===== src/hw/host_pkg.sv =====
// shared widths, offsets and the address layout; NUM_CORES lives in the modules, max 64
package host_pkg;

  localparam int ADDR_WIDTH      = 16;
  localparam int DATA_WIDTH      = 64;
  localparam int REG_IDX_WIDTH   = 8;
  localparam int CORE_IDX_WIDTH  = 7;
  localparam int TRACE_BITS      = 8;
  localparam int EXIT_CODE_WIDTH = 8;

  // one-bit opcode on both channels
  localparam logic OP_READ  = 1'b0;
  localparam logic OP_WRITE = 1'b1;

  // core view offsets
  localparam logic [REG_IDX_WIDTH-1:0] REG_CORE_FINISH = REG_IDX_WIDTH'(0);

  // global view offsets
  localparam logic [REG_IDX_WIDTH-1:0] REG_TRACE_EN      = REG_IDX_WIDTH'(0);
  localparam logic [REG_IDX_WIDTH-1:0] REG_FINISHED_MASK = REG_IDX_WIDTH'(1);

  // read source, decode stage to response stage
  localparam logic [1:0] SRC_TRACE    = 2'd0;
  localparam logic [1:0] SRC_MASK     = 2'd1;
  localparam logic [1:0] SRC_CORE     = 2'd2;
  localparam logic [1:0] SRC_UNMAPPED = 2'd3;

  // top bit picks the view, 1 = core, 0 = global
  typedef union packed {
    struct packed {
      logic                      sel;
      logic [CORE_IDX_WIDTH-1:0] core_idx;
      logic [REG_IDX_WIDTH-1:0]  offset;
    } core_view;
    struct packed {
      logic                                  sel;
      logic [ADDR_WIDTH-REG_IDX_WIDTH-2:0]   rsvd;
      logic [REG_IDX_WIDTH-1:0]              offset;
    } glob_view;
  } host_addr_u;

endpackage


===== src/hw/host_fwd_decode.sv =====
// holds one request at a time; writes land on the edge the request moves into the merge
`timescale 1ns/1ps

module host_fwd_decode #(
  parameter int NUM_CORES = 4
) (
  input  logic                                   clk_i,
  input  logic                                   rst_n_i,

  input  logic                                   fwd_v_i,
  input  logic                                   fwd_opcode_i,
  input  logic [host_pkg::ADDR_WIDTH-1:0]        fwd_addr_i,
  input  logic [host_pkg::DATA_WIDTH-1:0]        fwd_data_i,
  output logic                                   fwd_ready_and_o,

  input  logic                                   adv_i,
  output logic                                   dec_v_o,
  output logic                                   dec_opcode_o,
  output logic [host_pkg::ADDR_WIDTH-1:0]        dec_addr_o,
  output logic [1:0]                             rd_src_o,
  output logic [host_pkg::CORE_IDX_WIDTH-1:0]    rd_core_o,

  output logic [NUM_CORES-1:0]                   slice_wr_o,
  output logic [host_pkg::EXIT_CODE_WIDTH-1:0]   wr_code_o,
  output logic [host_pkg::TRACE_BITS-1:0]        trace_en_o
);

  // only the low bits of a write ever matter
  localparam int WD_WIDTH = (host_pkg::TRACE_BITS > host_pkg::EXIT_CODE_WIDTH) ?
                            host_pkg::TRACE_BITS : host_pkg::EXIT_CODE_WIDTH;

  localparam logic [host_pkg::CORE_IDX_WIDTH:0] NUM_CORES_L =
    (host_pkg::CORE_IDX_WIDTH+1)'(NUM_CORES);

  logic                                dec_v_r;
  logic                                dec_opcode_r;
  host_pkg::host_addr_u                dec_addr_r;
  logic [WD_WIDTH-1:0]                 dec_wdata_r;
  logic [host_pkg::TRACE_BITS-1:0]     trace_r;

  logic                                fwd_fire;
  logic                                wr_fire;
  logic                                core_in_range;
  logic [1:0]                          rd_src;

  assign fwd_ready_and_o = ~dec_v_r | adv_i;
  assign fwd_fire        = fwd_v_i & fwd_ready_and_o;

  always_ff @(posedge clk_i or negedge rst_n_i)
  begin
    if (!rst_n_i)
    begin
      dec_v_r <= 1'b0;
    end
    else if (fwd_ready_and_o)
    begin
      dec_v_r <= fwd_v_i;
    end
  end

  always_ff @(posedge clk_i)
  begin
    if (fwd_fire)
    begin
      dec_opcode_r <= fwd_opcode_i;
      dec_addr_r   <= fwd_addr_i;
      dec_wdata_r  <= fwd_data_i[WD_WIDTH-1:0];
    end
  end

  assign core_in_range = ({1'b0, dec_addr_r.core_view.core_idx} < NUM_CORES_L);

  // address decode through the union
  always_comb
  begin
    rd_src = host_pkg::SRC_UNMAPPED;
    if (dec_addr_r.core_view.sel)
    begin
      if (core_in_range && (dec_addr_r.core_view.offset == host_pkg::REG_CORE_FINISH))
      begin
        rd_src = host_pkg::SRC_CORE;
      end
    end
    else
    begin
      case (dec_addr_r.glob_view.offset)
        host_pkg::REG_TRACE_EN:      rd_src = host_pkg::SRC_TRACE;
        host_pkg::REG_FINISHED_MASK: rd_src = host_pkg::SRC_MASK;
        default:                     rd_src = host_pkg::SRC_UNMAPPED;
      endcase
    end
  end

  assign wr_fire = dec_v_r & adv_i & (dec_opcode_r == host_pkg::OP_WRITE);

  // trace word, the only writable global
  always_ff @(posedge clk_i or negedge rst_n_i)
  begin
    if (!rst_n_i)
    begin
      trace_r <= '0;
    end
    else if (wr_fire && (rd_src == host_pkg::SRC_TRACE))
    begin
      trace_r <= dec_wdata_r[host_pkg::TRACE_BITS-1:0];
    end
  end

  // one-hot strobe to the addressed slice
  always_comb
  begin
    slice_wr_o = '0;
    for (int i = 0; i < NUM_CORES; i++)
    begin
      slice_wr_o[i] = wr_fire && (rd_src == host_pkg::SRC_CORE) &&
                      (dec_addr_r.core_view.core_idx == host_pkg::CORE_IDX_WIDTH'(i));
    end
  end

  assign wr_code_o    = dec_wdata_r[host_pkg::EXIT_CODE_WIDTH-1:0];
  assign trace_en_o   = trace_r;
  assign dec_v_o      = dec_v_r;
  assign dec_opcode_o = dec_opcode_r;
  assign dec_addr_o   = dec_addr_r;
  assign rd_src_o     = rd_src;
  assign rd_core_o    = dec_addr_r.core_view.core_idx;

endmodule


===== src/hw/host_core_slice.sv =====
// first finish write wins; the flag and code stay until reset
`timescale 1ns/1ps

module host_core_slice (
  input  logic                                  clk_i,
  input  logic                                  rst_n_i,

  input  logic                                  wr_i,
  input  logic [host_pkg::EXIT_CODE_WIDTH-1:0]  code_i,

  output logic                                  finish_o,
  output logic [host_pkg::EXIT_CODE_WIDTH-1:0]  exit_code_o
);

  logic                                  finish_r;
  logic [host_pkg::EXIT_CODE_WIDTH-1:0]  code_r;

  // exit code reads as zero until the first finish
  always_ff @(posedge clk_i or negedge rst_n_i)
  begin
    if (!rst_n_i)
    begin
      finish_r <= 1'b0;
      code_r   <= '0;
    end
    else if (wr_i && !finish_r)
    begin
      finish_r <= 1'b1;
      code_r   <= code_i;
    end
  end

  assign finish_o    = finish_r;
  assign exit_code_o = code_r;

endmodule


===== src/hw/host_rev_merge.sv =====
// single response register; fields hold until the response is taken
`timescale 1ns/1ps

module host_rev_merge #(
  parameter int NUM_CORES = 4
) (
  input  logic                                              clk_i,
  input  logic                                              rst_n_i,

  input  logic                                              dec_v_i,
  input  logic                                              dec_opcode_i,
  input  logic [host_pkg::ADDR_WIDTH-1:0]                   dec_addr_i,
  input  logic [1:0]                                        rd_src_i,
  input  logic [host_pkg::CORE_IDX_WIDTH-1:0]               rd_core_i,
  input  logic [host_pkg::TRACE_BITS-1:0]                   trace_en_i,
  input  logic [NUM_CORES-1:0]                              finish_i,
  input  logic [NUM_CORES*host_pkg::EXIT_CODE_WIDTH-1:0]    exit_code_i,
  output logic                                              adv_o,

  output logic                                              rev_v_o,
  input  logic                                              rev_ready_and_i,
  output logic                                              rev_opcode_o,
  output logic [host_pkg::ADDR_WIDTH-1:0]                   rev_addr_o,
  output logic [host_pkg::DATA_WIDTH-1:0]                   rev_data_o,

  output logic                                              all_finished_o
);

  logic                                  rev_v_r;
  logic                                  rev_opcode_r;
  logic [host_pkg::ADDR_WIDTH-1:0]       rev_addr_r;
  logic [host_pkg::DATA_WIDTH-1:0]       rev_data_r;

  logic                                  core_finish;
  logic [host_pkg::EXIT_CODE_WIDTH-1:0]  core_code;
  logic [host_pkg::DATA_WIDTH-1:0]       rd_data;

  // empty or draining this cycle
  assign adv_o = ~rev_v_r | rev_ready_and_i;

  // pick the addressed core
  always_comb
  begin
    core_finish = 1'b0;
    core_code   = '0;
    for (int i = 0; i < NUM_CORES; i++)
    begin
      if (rd_core_i == host_pkg::CORE_IDX_WIDTH'(i))
      begin
        core_finish = finish_i[i];
        core_code   = exit_code_i[i*host_pkg::EXIT_CODE_WIDTH +: host_pkg::EXIT_CODE_WIDTH];
      end
    end
  end

  // writes answer with zero
  always_comb
  begin
    rd_data = '0;
    if (dec_opcode_i == host_pkg::OP_READ)
    begin
      case (rd_src_i)
        host_pkg::SRC_CORE:  rd_data = host_pkg::DATA_WIDTH'({core_finish, core_code});
        host_pkg::SRC_MASK:  rd_data = host_pkg::DATA_WIDTH'(finish_i);
        host_pkg::SRC_TRACE: rd_data = host_pkg::DATA_WIDTH'(trace_en_i);
        default:             rd_data = '0;
      endcase
    end
  end

  always_ff @(posedge clk_i or negedge rst_n_i)
  begin
    if (!rst_n_i)
    begin
      rev_v_r <= 1'b0;
    end
    else if (adv_o)
    begin
      rev_v_r <= dec_v_i;
    end
  end

  always_ff @(posedge clk_i)
  begin
    if (adv_o && dec_v_i)
    begin
      rev_opcode_r <= dec_opcode_i;
      rev_addr_r   <= dec_addr_i;
      rev_data_r   <= rd_data;
    end
  end

  assign rev_v_o        = rev_v_r;
  assign rev_opcode_o   = rev_opcode_r;
  assign rev_addr_o     = rev_addr_r;
  assign rev_data_o     = rev_data_r;
  assign all_finished_o = &finish_i;

endmodule


===== src/hw/host_dev_top.sv =====
// request to response is two cycles with no back-pressure; NUM_CORES from 1 to 64
`timescale 1ns/1ps

module host_dev_top #(
  parameter int NUM_CORES = 4
) (
  input  logic                                clk_i,
  input  logic                                rst_n_i,

  input  logic                                fwd_v_i,
  input  logic                                fwd_opcode_i,
  input  logic [host_pkg::ADDR_WIDTH-1:0]     fwd_addr_i,
  input  logic [host_pkg::DATA_WIDTH-1:0]     fwd_data_i,
  output logic                                fwd_ready_and_o,

  output logic                                rev_v_o,
  input  logic                                rev_ready_and_i,
  output logic                                rev_opcode_o,
  output logic [host_pkg::ADDR_WIDTH-1:0]     rev_addr_o,
  output logic [host_pkg::DATA_WIDTH-1:0]     rev_data_o,

  output logic [NUM_CORES-1:0]                finish_o,
  output logic                                all_finished_o,
  output logic [host_pkg::TRACE_BITS-1:0]     trace_en_o
);

  logic                                             adv;
  logic                                             dec_v;
  logic                                             dec_opcode;
  logic [host_pkg::ADDR_WIDTH-1:0]                  dec_addr;
  logic [1:0]                                       rd_src;
  logic [host_pkg::CORE_IDX_WIDTH-1:0]              rd_core;
  logic [NUM_CORES-1:0]                             slice_wr;
  logic [host_pkg::EXIT_CODE_WIDTH-1:0]             wr_code;
  logic [NUM_CORES*host_pkg::EXIT_CODE_WIDTH-1:0]   exit_code;

  host_fwd_decode #(
    .NUM_CORES (NUM_CORES)
  ) u_dec (
    .clk_i           (clk_i),
    .rst_n_i         (rst_n_i),
    .fwd_v_i         (fwd_v_i),
    .fwd_opcode_i    (fwd_opcode_i),
    .fwd_addr_i      (fwd_addr_i),
    .fwd_data_i      (fwd_data_i),
    .fwd_ready_and_o (fwd_ready_and_o),
    .adv_i           (adv),
    .dec_v_o         (dec_v),
    .dec_opcode_o    (dec_opcode),
    .dec_addr_o      (dec_addr),
    .rd_src_o        (rd_src),
    .rd_core_o       (rd_core),
    .slice_wr_o      (slice_wr),
    .wr_code_o       (wr_code),
    .trace_en_o      (trace_en_o)
  );

  // one slice per core, all on the shared code bus
  for (genvar i = 0; i < NUM_CORES; i++)
  begin : g_core
    host_core_slice u_slice (
      .clk_i       (clk_i),
      .rst_n_i     (rst_n_i),
      .wr_i        (slice_wr[i]),
      .code_i      (wr_code),
      .finish_o    (finish_o[i]),
      .exit_code_o (exit_code[i*host_pkg::EXIT_CODE_WIDTH +: host_pkg::EXIT_CODE_WIDTH])
    );
  end

  host_rev_merge #(
    .NUM_CORES (NUM_CORES)
  ) u_merge (
    .clk_i           (clk_i),
    .rst_n_i         (rst_n_i),
    .dec_v_i         (dec_v),
    .dec_opcode_i    (dec_opcode),
    .dec_addr_i      (dec_addr),
    .rd_src_i        (rd_src),
    .rd_core_i       (rd_core),
    .trace_en_i      (trace_en_o),
    .finish_i        (finish_o),
    .exit_code_i     (exit_code),
    .adv_o           (adv),
    .rev_v_o         (rev_v_o),
    .rev_ready_and_i (rev_ready_and_i),
    .rev_opcode_o    (rev_opcode_o),
    .rev_addr_o      (rev_addr_o),
    .rev_data_o      (rev_data_o),
    .all_finished_o  (all_finished_o)
  );

endmodule


===== config.mk =====
export PLATFORM = sky130hd
export DESIGN_NAME = host_dev_top
export DESIGN_NICKNAME = d
export VERILOG_FILES = /design/src/hw/host_pkg.sv /design/src/hw/host_fwd_decode.sv /design/src/hw/host_core_slice.sv /design/src/hw/host_rev_merge.sv /design/src/hw/host_dev_top.sv
export SDC_FILE = /design/constraint.sdc
export NUM_CORES = 1
export LEC_CHECK = 0
export BUFFER_PORTS_ARGS = -buffer_cell sky130_fd_sc_hd__buf_2
export CAP_MARGIN = 20
export CORE_UTILIZATION = 40
export CTS_CLUSTER_DIAMETER = 150
export CTS_CLUSTER_SIZE = 16
export DETAILED_ROUTE_END_ITERATION = 8
export GPL_TIMING_DRIVEN = 0
export PLACE_DENSITY_LB_ADDON = 0.08
export REMOVE_ABC_BUFFERS = 1
export SYNTH_ARGS = -nofsm -noshare
export SYNTH_HDL_FRONTEND = slang
export SYNTH_HIERARCHICAL = 1
export SYNTH_SLANG_ARGS = --single-unit

===== constraint.sdc =====
create_clock -name clk_i -period 2.82 [get_ports clk_i]
set_input_delay 0.141 -clock clk_i [delete_from_list [all_inputs] [get_ports clk_i]]
set_output_delay 0.141 -clock clk_i [all_outputs]
set_load 0.005 [all_outputs]

# After elaboration in Yosys (flattened, before gate mapping)
# Cells that the tools add are included.
# classes
magnitude_cmp	1
eq_ne	6
muxes	12
bitwise	7
reduce_logical	20
# ops
cell	count
$mux W8	4
$pmux W9 S3	1
$eq A7 B2 Y1 const B	2
$logic_and A1 B1 Y1	12
$eq A8 B1 Y1 const B	1
$logic_not A8 Y1	1
$eq A7 B1 Y1 const B	1
$logic_not A7 Y1	1
$lt A7 B3 Y1 const B	1
$mux W1	5
$logic_not A1 Y1	4
$pmux W2 S2	1
$reduce_and A4 Y1	1
$and A1 B1 Y1	3
$eq A2 B1 Y1 const B	1
$eq A2 B2 Y1 const B	1
$logic_not A2 Y1	1
$mux W2	1
$not A1 Y1	2
$or A1 B1 Y1	2
# totals
register_bits	152
inputBits	85
output_inout_bits	96
elab_cells	63

# Longest topological paths before layout
# Gate-level depths: netlist of the first run.
# logic_depth
depth_word	8
mapped_depth	7
ltp_nobuf	6

# Hierarchy
# Netlist of the first run, hierarchy kept.
# modules_own_cells
module	instances	cells_per_inst	area_per_inst_um2	seq_area_each_um2
host_rev_merge	1	142	1670.4	805.8
host_core_slice	4	20	376.6	225.2
host_fwd_decode	1	70	1265.0	975.9

# Worst setup path before layout of the first run
# OpenSTA, ideal clock, no wires.
# synth_path
path_kind	reg-to-reg
startpoint	reg u_dec.dec_addr_r, in the netlist u_dec/dec_addr_o[13]
endpoint	reg g_core[1].u_slice.code_r, in the netlist g_core[1].u_slice/exit_code_o[0]
setup_ns	0.125
t_arrival_ns	2.354
required_time_ns	2.695
path_slack_ns	0.341
path_stages_with_launch	7
path_buffers	1
synth_period_minus_slack_ns	2.479
cell_sequence	edfxtp_1 or4_1 or4_1 nor4b_1 nor2b_4 buf_6 mux2_4
# synth_between
elab_chain_cells	8
word_cells_on_any_way	9
cone_classes	order compare (1); eq/ne (2); mux (2); reduce/logical (4)
# synth_lines
element	line	source
start: declaration	host_fwd_decode.sv:37	host_pkg::host_addr_u dec_addr_r;
start signal: assignment	host_fwd_decode.sv:66	dec_addr_r <= fwd_addr_i;
$lt A7 B3 Y1	host_fwd_decode.sv:71	assign core_in_range = ({1'b0, dec_addr_r.core_view.core_idx} < NUM_CORES_L);
$logic_and A1 B1 Y1	host_fwd_decode.sv:79	if (core_in_range && (dec_addr_r.core_view.offset == host_pkg::REG_CORE_FINISH))
$mux W1	host_fwd_decode.sv:79	
$mux W2	host_fwd_decode.sv:77	if (dec_addr_r.core_view.sel)
$eq A2 B2 Y1	host_fwd_decode.sv:115	slice_wr_o[i] = wr_fire && (rd_src == host_pkg::SRC_CORE) &&
$logic_and A1 B1 Y1	host_fwd_decode.sv:115	
$logic_and A1 B1 Y1 *	host_fwd_decode.sv:115	
net slice_wr[1]	host_dev_top.sv:33	logic [NUM_CORES-1:0] slice_wr;
$logic_and A1 B1 Y1 *	host_core_slice.sv:26	else if (wr_i && !finish_r)
end signal: assignment	host_core_slice.sv:29	code_r <= code_i;
end: declaration	host_core_slice.sv:16	logic [host_pkg::EXIT_CODE_WIDTH-1:0] code_r;
# Mark *: on every way through the listed nets, which the timed path passes. The rest lies on a longest branch.
# A chain may end at the register's enable or synchronous reset.

# Worst setup path after layout of the first run
# layout_path
startpoint	reg u_dec.dec_addr_r, in the netlist u_dec/dec_addr_o[13]
endpoint	reg g_core[2].u_slice.code_r, in the netlist g_core[2].u_slice/exit_code_o[4]
# layout_between
elab_chain_cells	8
word_cells_on_any_way	9
cone_classes	order compare (1); eq/ne (2); mux (2); reduce/logical (4)
# layout_lines
element	line
$lt A7 B3 Y1	host_fwd_decode.sv:71
$logic_and A1 B1 Y1	host_fwd_decode.sv:79
$mux W1	host_fwd_decode.sv:79
$mux W2	host_fwd_decode.sv:77
$eq A2 B2 Y1	host_fwd_decode.sv:115
$logic_and A1 B1 Y1	host_fwd_decode.sv:115
$logic_and A1 B1 Y1 *	host_fwd_decode.sv:115
net slice_wr[2]	host_dev_top.sv:33
$logic_and A1 B1 Y1 *	host_core_slice.sv:26
end signal: assignment	host_core_slice.sv:29
end: declaration	host_core_slice.sv:16
# Marked as above.

==> run_results.csv, run 1 <==
group,metric,value,unit
outcome,outcome,"completed",
placement,place_ws,-0.09022,ns
worst_setup_path,start_kind,"flop",
placement,globalplace.congestion,0.6860,
sta,fin_ws,0.09693,ns
floorplan,start_util,0.4097,
sta,fin_crit_sh,0.9656,
sta,hold_viol_final,0,
power,power_density,508.3,nW/um^2
synth,synth_edf_count,51,
worst_setup_path,cp.arrival,2.97,ns
clock_network,clock_tree.buffer_depth,2,
worst_setup_path,reg2reg_slack,0.1,ns
hold_path,hold_depth,3,
sta,clock.fmax,367.2,MHz
synth,netlist_area,4442,um^2
sta,min_period,2.723,ns
power,p_int,0.002104,W
placement,io_buffers,69,
placement,place_inst,487,
power,p_leak,2.428,nW
floorplan,row_count,38,
placement,dp_hpwl,5627,um
drt,via_count,2440,
sta,setup-violations-final,0,
clock_network,cts.clk_slew.worst_paths,0.09,ns
power,sw_frac_of_total,0.2205,
grt,grt_pass1_wl,13190,um
synth,yosysSeqAreaShare,0.6039,
layout,final_common_cell,"buf_2",
floorplan,fp.coreArea,10840,um^2
worst_setup_path,crit_fanout,4,
clock_network,clk-insertion-delay-late,0.36,ns
synth,yosys_most_used_dff,"edfxtp_1",
clock_network,cts_buffers,9,
synth,ys.warnings.count,6,
synth,synthArstFlopShare,0.4742,
grt,grt_pass1_vias,2335,
grt,antenna_found_initial,0,
power,p_seq_frac,0.592,
layout,flow.area_growth_from_synthesis,19.52,%
power,ir_drop,0.2024,mV
floorplan,die_h,107.4,um
drt,drt-pass1-iter-count,4,
sta,worst_slew_pin_slew,0.8277,ns
layout,fillers,979,
sta,rsz0062_at_grt,"yes",
synth,syn_inst,292,
drt,drt_iter0_drc,60,
worst_setup_path,ff2ff_path_depth,6,
clock_network,cts_tree,"yes",
synth,ys_ff_latch,97,
synth,synth_area_per_cell,15.21,um^2
power,pwr-share-comb,0.070,
floorplan,io_pins,181,
drt,antenna_left,0,
hold_path,hold-path-endpoint,"u_merge/rev_v_o$_DFFE_PN0N_",
sta,drv_slew,0,
clock_network,htree_num_levels,3,
grt,groute.usage.overall,0.1574,
layout,finalInstanceArea,5309,um^2
drt,routed_wirelength,8608,um
hold_path,worstHoldStart,"rev_ready_and_i",
placement,dpl-instance-area,4682,um^2
power,power.total,0.002699,W
power,p_sw,0.0005950,W
sta,slew_headroom,0.4459,
layout,regArea,2683,um^2
drt,remaining_drc_errors,0,
layout,antenna-diode-count,0,
worst_setup_path,worst_setup_path_end_kind,"flop",
worst_setup_path,worst-setup-path-type,"reg -> reg",
hold_path,hp-class,"in -> reg",
drt,via_per_inst,4.494,
worst_setup_path,r2r_start,"u_dec/dec_addr_o[13]$_DFFE_PP_",
clock_network,cts_sinks,97,
layout,layout_common_cells,"buf_2 (69), conb_1 (55), edfxtp_1 (51), dfrtp_1 (46), mux2_4 (32)",
grt,gr-total-overflow,0,
floorplan,dieWidth,107.4,um
layout,drive_gt1_frac,0.4069,
power,pwr-share-clk,0.338,
floorplan,die-area,11530,um^2
layout,stdcell_count,543,
layout,nNetsFinal,483,
drt,routedWlPerCell,15.85,um
run,maxCapViolCount,0,
sta,clock_skew,0.007026,ns
worst_setup_path,cp-startpoint,"u_dec/dec_addr_o[13]$_DFFE_PP_",
layout,multi_input_area,1443,um^2
worst_setup_path,worstPathRequired,3.07,ns
clock_network,cts_root_buf,"clkbuf_8",
worst_setup_path,r2r-end,"g_core[2].u_slice/exit_code_o[4]$_DFFE_PN0P_",
grt,grt_start_max_net_pins,47,
synth,synth_cell_type_count,34,
==> power by group through the flow <==
stage | clock [W] | sequential [W] | combinational (W)
2_1_floorplan | 0 | 0.00162 | 0.0000601
5_1_grt | 0.00100 | 0.00161 | 0.000211
4_1_cts | 0.000951 | 0.00160 | 0.000186
3_3_place_gp | 0 | 0.00163 | 0.000141
6_report | 0.000912 | 0.00160 | 0.000188
3_5_place_dp | 0 | 0.00163 | 0.000158
==> worst max-delay path by stage <==
stage | end | slack (ns)
finish | g_core[2].u_slice/exit_code_o[4]$_DFFE_PN0P_ | 0.1
global placement | u_merge/rev_data_o[1]$_SDFFCE_PP0P_ | -0.05
floorplan | g_core[1].u_slice/exit_code_o[0]$_DFFE_PN0P_ | 0.25
detailed placement | u_merge/rev_data_o[1]$_SDFFCE_PP0P_ | -0.09
CTS | u_merge/rev_data_o[1]$_SDFFCE_PP0P_ | 0.006
global route | g_core[2].u_slice/exit_code_o[6]$_DFFE_PN0P_ | -0.02
==> synth_stat cells, types with 4 or more instances <==
| cell type | instances | area, um^2 |
|---|---|---|
| buf_4 | 63 | 473.0 |
| nor2_1 | 10 | 37.54 |
| o32ai_1 | 4 | 35.03 |
| nand2_1 | 5 | 18.77 |
| mux2i_1 | 4 | 40.04 |
| mux2_2 | 15 | 168.9 |
| buf_6 | 5 | 56.30 |
| dfrtp_1 | 46 | 1151 |
| nand2b_1 | 5 | 31.28 |
| edfxtp_1 | 51 | 1531 |
| nor2b_4 | 4 | 55.05 |
| o22ai_1 | 9 | 56.30 |
| or2_2 | 6 | 37.54 |
| nor3_1 | 4 | 20.02 |
| mux2_4 | 32 | 480.5 |
| o31ai_1 | 4 | 30.03 |
==> sequential cells by signal, summed over array words and instances, names as in the netlist <==
name / count
g_core.u_slice/exit_code_o: 32
u_merge/rev_addr_o: 16
u_dec/dec_v_o: 1
u_dec/trace_en_o: 8
u_dec/dec_opcode_o: 1
g_core.u_slice/finish_o: 4
u_dec/wr_code_o: 8
u_dec/dec_addr_o: 16
u_merge/rev_opcode_o: 1
u_merge/rev_data_o: 9
u_merge/rev_v_o: 1
==> final cells by class <==
class	count	area share
multi-input combinational	178	0.2717
inverter	1	0.0007070
timing repair buffer	111	0.1518
tap	140	0.03300
clock inverter	3	0.007542
clock buffer	13	0.02993
sequential	97	0.5053
==> critical path, stage by stage (launching register included) <==
cell	delay, ns
edfxtp_1	0.44
or4_1	0.59
or4_1	0.59
nor4_1	0.29
nor2b_4	0.22
buf_4	0.17
mux2_4	0.31
==> routing by layer <==
layer,vias up,GRT usage,share of wire
li1,1146,-,-
met1,1198,0.2185,0.47
met2,85,0.2456,0.48
met3,11,0.01998,0.032
met4,0,0.07339,0.018
met5,-,0,0
==> logic make-up (layout without fill, tap and decap cells) <==
family                 after synthesis  after routing  share of synthesized area
DFF                                 97             97                     0.6039
muxes                               53             53                     0.1603
other                                1             55                  0.0008443
and+or+nand+nor                     52             52                    0.08451
buffers and inverters               71            128                     0.1220
AOI/OAI and AO/OA                   18             18                    0.02845
==> repair_timing <==
| item | 4_1_cts | 5_1_grt |
|---|---|---|
| pin swaps | 0 | 1 |
| resized for setup | 1 | 3 |
| setup endpoints to repair | 20 | 23 |
| hold buffers | 26 | 1 |
| setup buffers | 8 | 4 |
| hold endpoints to repair | 26 | 46 |
| cloned | 0 | 0 |
==> per-stage QoR <==
stage | setup TNS [ns] | hold WS [ns] | utilization
floorplan | 0 | -0.1546 | -
global placement | -0.2474 | 0.3175 | 0.4268
detailed placement | -0.6219 | 0.3191 | 0.4319
CTS | 0 | 0.005366 | 0.4814
global route | -0.1013 | 0.1129 | 0.4897
finish | 0 | 0.08885 | 0.4897
No activity file was read; power rests on OpenSTA's default activity.
==> run 2, diff against run 1 <==
--- a/config.mk
+++ b/config.mk
@@ -5,8 +5,10 @@
 export SDC_FILE = /design/constraint.sdc
 export NUM_CORES = 1
 export LEC_CHECK = 0
+export ABC_AREA = 1
 export BUFFER_PORTS_ARGS = -buffer_cell sky130_fd_sc_hd__buf_2
 export CAP_MARGIN = 20
+export CORE_ASPECT_RATIO = 0.5
 export CORE_UTILIZATION = 40
 export CTS_CLUSTER_DIAMETER = 150
 export CTS_CLUSTER_SIZE = 16
==> constraint.sdc (replaced) <==
create_clock -name clk_i -period 2.61 [get_ports clk_i]
set_input_delay 0.1305 -clock clk_i [delete_from_list [all_inputs] [get_ports clk_i]]
set_output_delay 0.1305 -clock clk_i [all_outputs]
set_load 0.005 [all_outputs]
==> run 2 against run 1 <==
  * Via count is 32% higher
  * Global-route usage is 2.7 points higher
  * First-iteration DRC count grew to 3.2 times the previous value
  * Clock skew hardly changed
  * Count of clock-buffer cells in the layout is 3 lower
  * Register-to-register slack better by 0.14 ns
  * Non-clock buffer count is 14 lower
  * Critical path type unchanged
  * Clock power is 41% higher
  * Highest routed layer unchanged
  * Final cell count is 36% higher
==> run_results.csv, run 2 <==
group,metric,value,unit
outcome,outcome,"completed",
worst_setup_path,cp.arrival,2.61,ns
clock_network,clk-insertion-delay-late,0.34,ns
sta,hold_viol_final,0,
placement,dp_hpwl,7356,um
grt,grt_start_max_net_pins,47,
placement,globalplace.congestion,0.7824,
floorplan,dieWidth,155.3,um
power,ir_drop,0.2982,mV
sta,drv_slew,0,
grt,antenna_found_initial,0,
placement,dpl-instance-area,4962,um^2
layout,antenna-diode-count,0,
synth,synth.most_common_cell,"nand2_1",
sta,clock.fmax,420.6,MHz
hold_path,hp-class,"in -> reg",
synth,ys.warnings.count,6,
run,maxCapViolCount,0,
sta,min_period,2.378,ns
sta,worst_slew_pin_slew,0.8793,ns
synth,synth_cell_type_count,28,
drt,drt-pass1-iter-count,4,
drt,via_per_inst,4.363,
drt,remaining_drc_errors,0,
clock_network,cts_root_buf,"clkbuf_16",
placement,io_buffers,69,
drt,routedWlPerCell,14.07,um
synth,synth_edf_count,51,
layout,flow.area_growth_from_synthesis,17.70,%
drt,drt_iter0_drc,193,
synth,synthArstFlopShare,0.4742,
drt,via_count,3220,
worst_setup_path,worst-setup-path-type,"reg -> reg",
synth,syn_inst,482,
sta,fin_crit_sh,0.9110,
synth,synth_top_area_frac,0.3257,
synth,synth_area_leaders,"edfxtp_1 (33%), dfrtp_1 (24%), nand2_1 (11%)",
sta,rsz0062_at_grt,"no",
synth,ys_ff_latch,97,
drt,routed_wirelength,10390,um
clock_network,clock_tree.buffer_depth,2,
sta,slew_headroom,0.4125,
sta,clock_skew,0.006748,ns
synth,synth.largest_area_cell,"edfxtp_1",
clock_network,postCtsSetupBuffers,0,
worst_setup_path,worst_setup_path_end_kind,"flop",
grt,groute.usage.overall,0.1840,
worst_setup_path,start_kind,"flop",
synth,yosysSeqAreaShare,0.5705,
drt,antenna_left,0,
floorplan,io_pins,181,
layout,final_common_cell,"nand2_1",
floorplan,start_util,0.4192,
floorplan,row_count,27,
floorplan,die_h,78.67,um
synth,synth.top_cells.by_count,"nand2_1 (136), buf_4 (62), nand3_1 (56), edfxtp_1 (51), dfrtp_1 (46)",
grt,grt_pass1_vias,3060,
layout,final_core_util,0.4934,
layout,finalInstanceArea,5534,um^2
layout,layout_common_cells,"nand2_1 (136), buf_2 (69), nand3_1 (56), conb_1 (55), edfxtp_1 (51)",
floorplan,fp.coreArea,11220,um^2
clock_network,cts_buffers,9,
grt,gr-total-overflow,0,
grt,grt_pass1_wl,16370,um
clock_network,cts_tree,"yes",
synth,yosys_most_used_dff,"edfxtp_1",
clock_network,htree_num_levels,3,
synth,synth_area_per_cell,9.755,um^2
sta,setup-violations-final,0,
clock_network,cts.clk_slew.worst_paths,0.06,ns
floorplan,die-area,12220,um^2
clock_network,cts_sinks,97,
layout,largest_register_ffs,32,
power,p_leak,2.770,nW
power,power_density,584.7,nW/um^2
layout,drive_gt1_frac,0.2073,
synth,netlist_area,4702,um^2
worst_setup_path,crit_fanout,11,
layout,nNetsFinal,660,
worst_setup_path,worstPathRequired,2.84,ns
-- run 2: metal layers --
layer | share of wire | GRT usage | vias up
met5 | 0 | 0 | -
met3 | 0.065 | 0.04362 | 6
met2 | 0.44 | 0.2798 | 113
met1 | 0.49 | 0.2621 | 1467
met4 | 0.0061 | 0.05000 | 0
li1 | - | - | 1634
-- run 2: through the flow --
stage	std cells	worst slack (ns)	TNS (ns)	hold slack, ns	power [W]
after global placement	695	-0.5590	-21.21	0.3075	0.001937
after global routing	738	0.04178	0	0.02078	0.003378
after floorplan	467	0.3463	0	-0.1651	0.001832
final	738	0.2322	0	0.02002	0.003236
after CTS	736	0.1569	0	0.01160	0.003269
after detailed placement	696	0.1629	0	0.3086	0.001948
-- run 2: timing repair --
item | 4_1_cts | 5_1_grt
resized for setup | 0 | 2
endpoints found under the setup margin | 0 | 5
hold endpoints to repair | 25 | 46
hold buffers | 25 | 1
-- run 2: power breakdown --
| part | total (W) | internal [W] | switching, W |
|---|---|---|---|
| clock | 0.00129 | 0.000736 | 0.000554 |
| combinational | 0.000213 | 0.0000850 | 0.000128 |
| sequential | 0.00173 | 0.00168 | 0.0000473 |
| total | 0.00324 | 0.00251 | 0.000730 |
-- run 2: kinds of logic (layout without fill, tap and decap cells) --
| group | count (synthesis) | in the layout | share of synthesized area |
|---|---|---|---|
| AND/OR/NAND/NOR | 242 | 242 | 0.2379 |
| buffers and inverters | 106 | 149 | 0.1437 |
| AO/OA/AOI/OAI | 36 | 36 | 0.04710 |
| flip-flops | 97 | 97 | 0.5705 |
| other | 1 | 55 | 0.0007975 |
-- run 2: worst max-delay path, cell delays in order, from the launching register on --
cell	delay, ns
edfxtp_1	0.69
nand3_4	0.25
nor2_1	0.20
nand3_1	0.13
nor2_1	0.66
nand2_4	0.19
nand2_1	0.11
nand2_1	0.05
-- run 2: area by class of cell --
class | count | area [um^2]
fillers | 1088 | 5682
inverters | 37 | 138.9
clock buffers | 10 | 229.0
repair buffers | 97 | 653.1
well taps | 159 | 198.9
multi-input cells | 333 | 1574
clock inverters | 5 | 57.56
flip-flops and latches | 97 | 2683
-- run 2: worst paths after layout --
check	from	endpoint	slack, ns	depth (start not counted)
min	fwd_v_i	u_dec/dec_v_o$_DFFE_PN0N_	0.02	3
min in group asynchronous	rst_n_i	g_core[2].u_slice/finish_o$_DFFE_PN0P_	0.16	2
min reg2reg	u_dec/dec_addr_o[5]$_DFFE_PP_	u_merge/rev_addr_o[5]$_DFFE_PP_	0.45	0
max reg2reg	u_dec/dec_opcode_o$_DFFE_PP_	g_core[3].u_slice/exit_code_o[7]$_DFFE_PN0P_	0.23	7
max in group asynchronous	rst_n_i	g_core[1].u_slice/exit_code_o[1]$_DFFE_PN0P_	1.97	3
max	u_dec/dec_opcode_o$_DFFE_PP_	g_core[3].u_slice/exit_code_o[7]$_DFFE_PN0P_	0.23	7
==> run 3, diff against run 2 <==
--- a/config.mk
+++ b/config.mk
@@ -5,7 +5,6 @@
 export SDC_FILE = /design/constraint.sdc
 export NUM_CORES = 1
 export LEC_CHECK = 0
-export ABC_AREA = 1
 export BUFFER_PORTS_ARGS = -buffer_cell sky130_fd_sc_hd__buf_2
 export CAP_MARGIN = 20
 export CORE_ASPECT_RATIO = 0.5
==> run 3 against run 2 <==
  * Sequential share of layout area rose by 0.52 points
  * Count of clock-buffer cells in the layout is 1 lower
  * Routed wire length shrank 14%
  * Register-to-register slack got worse by 0.18 ns
  * Clock power rose by 9%
  * Clock skew down 0.0013 ns
  * Sequential cell count unchanged
  * Die area decreased by 5.4%
  * Final cell count decreased by 27%
  * Critical path type unchanged
  * Critical endpoint is now g_core[3].u_slice/exit_code_o[2]$_DFFE_PN0P_
  * Highest routed layer unchanged
==> run_results.csv, run 3 (same netlist as run 1, synthesis figures left out) <==
group,metric,value,unit
grt,grt_pass1_wl,13800,um
sta,min_period,2.561,ns
drt,routed_wirelength,8924,um
placement,io_buffers,69,
drt,remaining_drc_errors,0,
worst_setup_path,worst_setup_path_end_kind,"flop",
floorplan,die-area,11560,um^2
grt,grt_start_max_net_pins,47,
clock_network,clock_tree.buffer_depth,2,
floorplan,start_util,0.4227,
hold_path,hold-path-endpoint,"u_merge/rev_v_o$_DFFE_PN0N_",
worst_setup_path,path_buf_inv,1,
worst_setup_path,worstPathRequired,2.83,ns
floorplan,io_pins,181,
worst_setup_path,worst-setup-path-type,"reg -> reg",
layout,nNetsFinal,480,
clock_network,cts_root_buf,"clkbuf_16",
sta,fin_crit_sh,0.9811,
floorplan,row_count,26,
worst_setup_path,slowest_delay,0.56,ns
worst_setup_path,cp.arrival,2.78,ns
floorplan,fp.coreArea,10510,um^2
sta,hold_viol_final,0,
sta,tns,0,ns
layout,antenna-diode-count,0,
worst_setup_path,critPathTopFamily,"simple AND/OR/NAND/NOR gates",
placement,dp_hpwl,5777,um
drt,met2RoutedLength,4008,um
drt,via_count,2501,
worst_setup_path,r2r-end,"g_core[3].u_slice/exit_code_o[2]$_DFFE_PN0P_",
floorplan,die_h,76.52,um
layout,drive_gt1_frac,0.4225,
drt,antenna_left,0,
clock_network,htree_num_levels,3,
clock_network,cts_tree,"yes",
sta,slew_headroom,0.4420,
drt,routedWlPerCell,16.53,um
power,p_leak,2.494,nW
hold_path,hold_depth,3,
worst_setup_path,reg2reg_slack,0.05,ns
sta,setup-violations-final,0,
layout,final_common_cell,"buf_2",
drt,drt-pass1-iter-count,4,
clock_network,cts_buffers,9,
run,maxCapViolCount,0,
worst_setup_path,r2r_start,"u_dec/dec_addr_o[13]$_DFFE_PP_",
sta,clock.fmax,390.5,MHz
hold_path,worstHoldStart,"rev_ready_and_i",
floorplan,dieWidth,151.0,um
placement,globalplace.congestion,0.7978,
layout,largest_register_ffs,32,
drt,via_per_inst,4.631,
worst_setup_path,crit_path_top_delay_cell,"or4_4",
drt,dr.max_layer_used,"met4",
sta,worst_slew_pin_slew,0.8371,ns
worst_setup_path,ff2ff_path_depth,6,
grt,antenna_found_initial,0,
grt,grt_pass1_vias,2518,
layout,layout_common_cells,"buf_2 (69), conb_1 (55), edfxtp_1 (51), dfrtp_1 (46), mux2_4 (32)",
worst_setup_path,path_cells,"or4_4, or4_4, nor3_2, nor2b_4, buf_12, mux2_4",
sta,clock_skew,0.005443,ns
layout,flow.area_growth_from_synthesis,23.27,%
worst_setup_path,start_kind,"flop",
worst_setup_path,crit_fanout,8,
clock_network,cts.clk_slew.worst_paths,0.07,ns
sta,holdWs,0.1264,ns
clock_network,clk-insertion-delay-late,0.34,ns
drt,met1_length,4438,um
drt,drt_iter0_drc,92,
layout,fillers,862,
drt,dr_wl_met3,395,um
sta,drv_slew,0,
grt,gr-total-overflow,0,
power,power_density,612.9,nW/um^2
layout,regArea,2683,um^2
grt,groute.usage.overall,0.1635,
hold_path,hp-class,"in -> reg",
clock_network,cts_sinks,97,
outcome,outcome,"completed",
worst_setup_path,cp_common_cell,"or4_4",
layout,multi_input_area,1499,um^2
power,ir_drop,0.3541,mV
-- run 3: cell type report --
type                    count  area share
flip-flops and latches     97      0.4899
clock inverters             7     0.01714
multi-input cells         178      0.2738
inverters                   1   0.0006856
repair buffers            108      0.1453
well taps                 140     0.03199
clock buffers               9     0.04113
-- run 3: how the worst max path moves through the flow --
stage               slack, ns                            from  cells past startpoint                                            to
floorplan                0.04  u_dec/dec_addr_o[13]$_DFFE_PP_                      5  g_core[1].u_slice/exit_code_o[0]$_DFFE_PN0P_
global placement        -0.23  u_dec/dec_addr_o[13]$_DFFE_PP_                      5  g_core[1].u_slice/exit_code_o[2]$_DFFE_PN0P_
detailed placement      -0.23  u_dec/dec_addr_o[13]$_DFFE_PP_                      5  g_core[1].u_slice/exit_code_o[1]$_DFFE_PN0P_
CTS                     -0.02  u_dec/dec_addr_o[13]$_DFFE_PP_                      6           u_merge/rev_data_o[3]$_SDFFCE_PP0P_
global route           -0.001  u_dec/dec_addr_o[13]$_DFFE_PP_                      6  g_core[3].u_slice/exit_code_o[6]$_DFFE_PN0P_
finish                   0.05  u_dec/dec_addr_o[13]$_DFFE_PP_                      6  g_core[3].u_slice/exit_code_o[2]$_DFFE_PN0P_
-- run 3: tightest hold or removal path, delay by kind of cell --
kind / cells / cell delay (ns)
buf+inv: 1 / 0.07
simple gates: 2 / 0.22
-- run 3: power by group --
part / internal (W) / switching, W / total [W]
logic: 0.0000983 / 0.000114 / 0.000212
registers: 0.00168 / 0.0000465 / 0.00173
clock network: 0.000840 / 0.000573 / 0.00141
total: 0.00262 / 0.000733 / 0.00336
-- run 3: metal layers --
metal / vias up / GRT usage
met5: - / 0
met4: 0 / 0.05400
met3: 5 / 0.04311
met2: 102 / 0.2500
met1: 1254 / 0.2247
li1: 1140 / -
-- run 3: timing repair --
action	in CTS	in global routing
pin swaps	0	1
gates resized for setup	8	5
hold endpoints to repair	26	46
endpoints found under the setup margin	40	38
hold buffers	26	1
buffers inserted	4	5
-- run 3: per-stage QoR --
| stage | util | std cells | total power [W] | worst slack, ns | area, um^2 |
|---|---|---|---|---|---|
| after global routing | 0.5211 | 540 | 0.003491 | -0.001460 | 5475 |
| after CTS | 0.5116 | 533 | 0.003386 | -0.01589 | 5375 |
| after floorplan | - | 276 | 0.001818 | 0.03671 | 4106 |
| after detailed placement | 0.4444 | 487 | 0.001930 | -0.2279 | 4669 |
| final | 0.5211 | 540 | 0.003356 | 0.04933 | 5475 |
| after global placement | 0.4403 | 485 | 0.001913 | -0.2300 | 4627 |
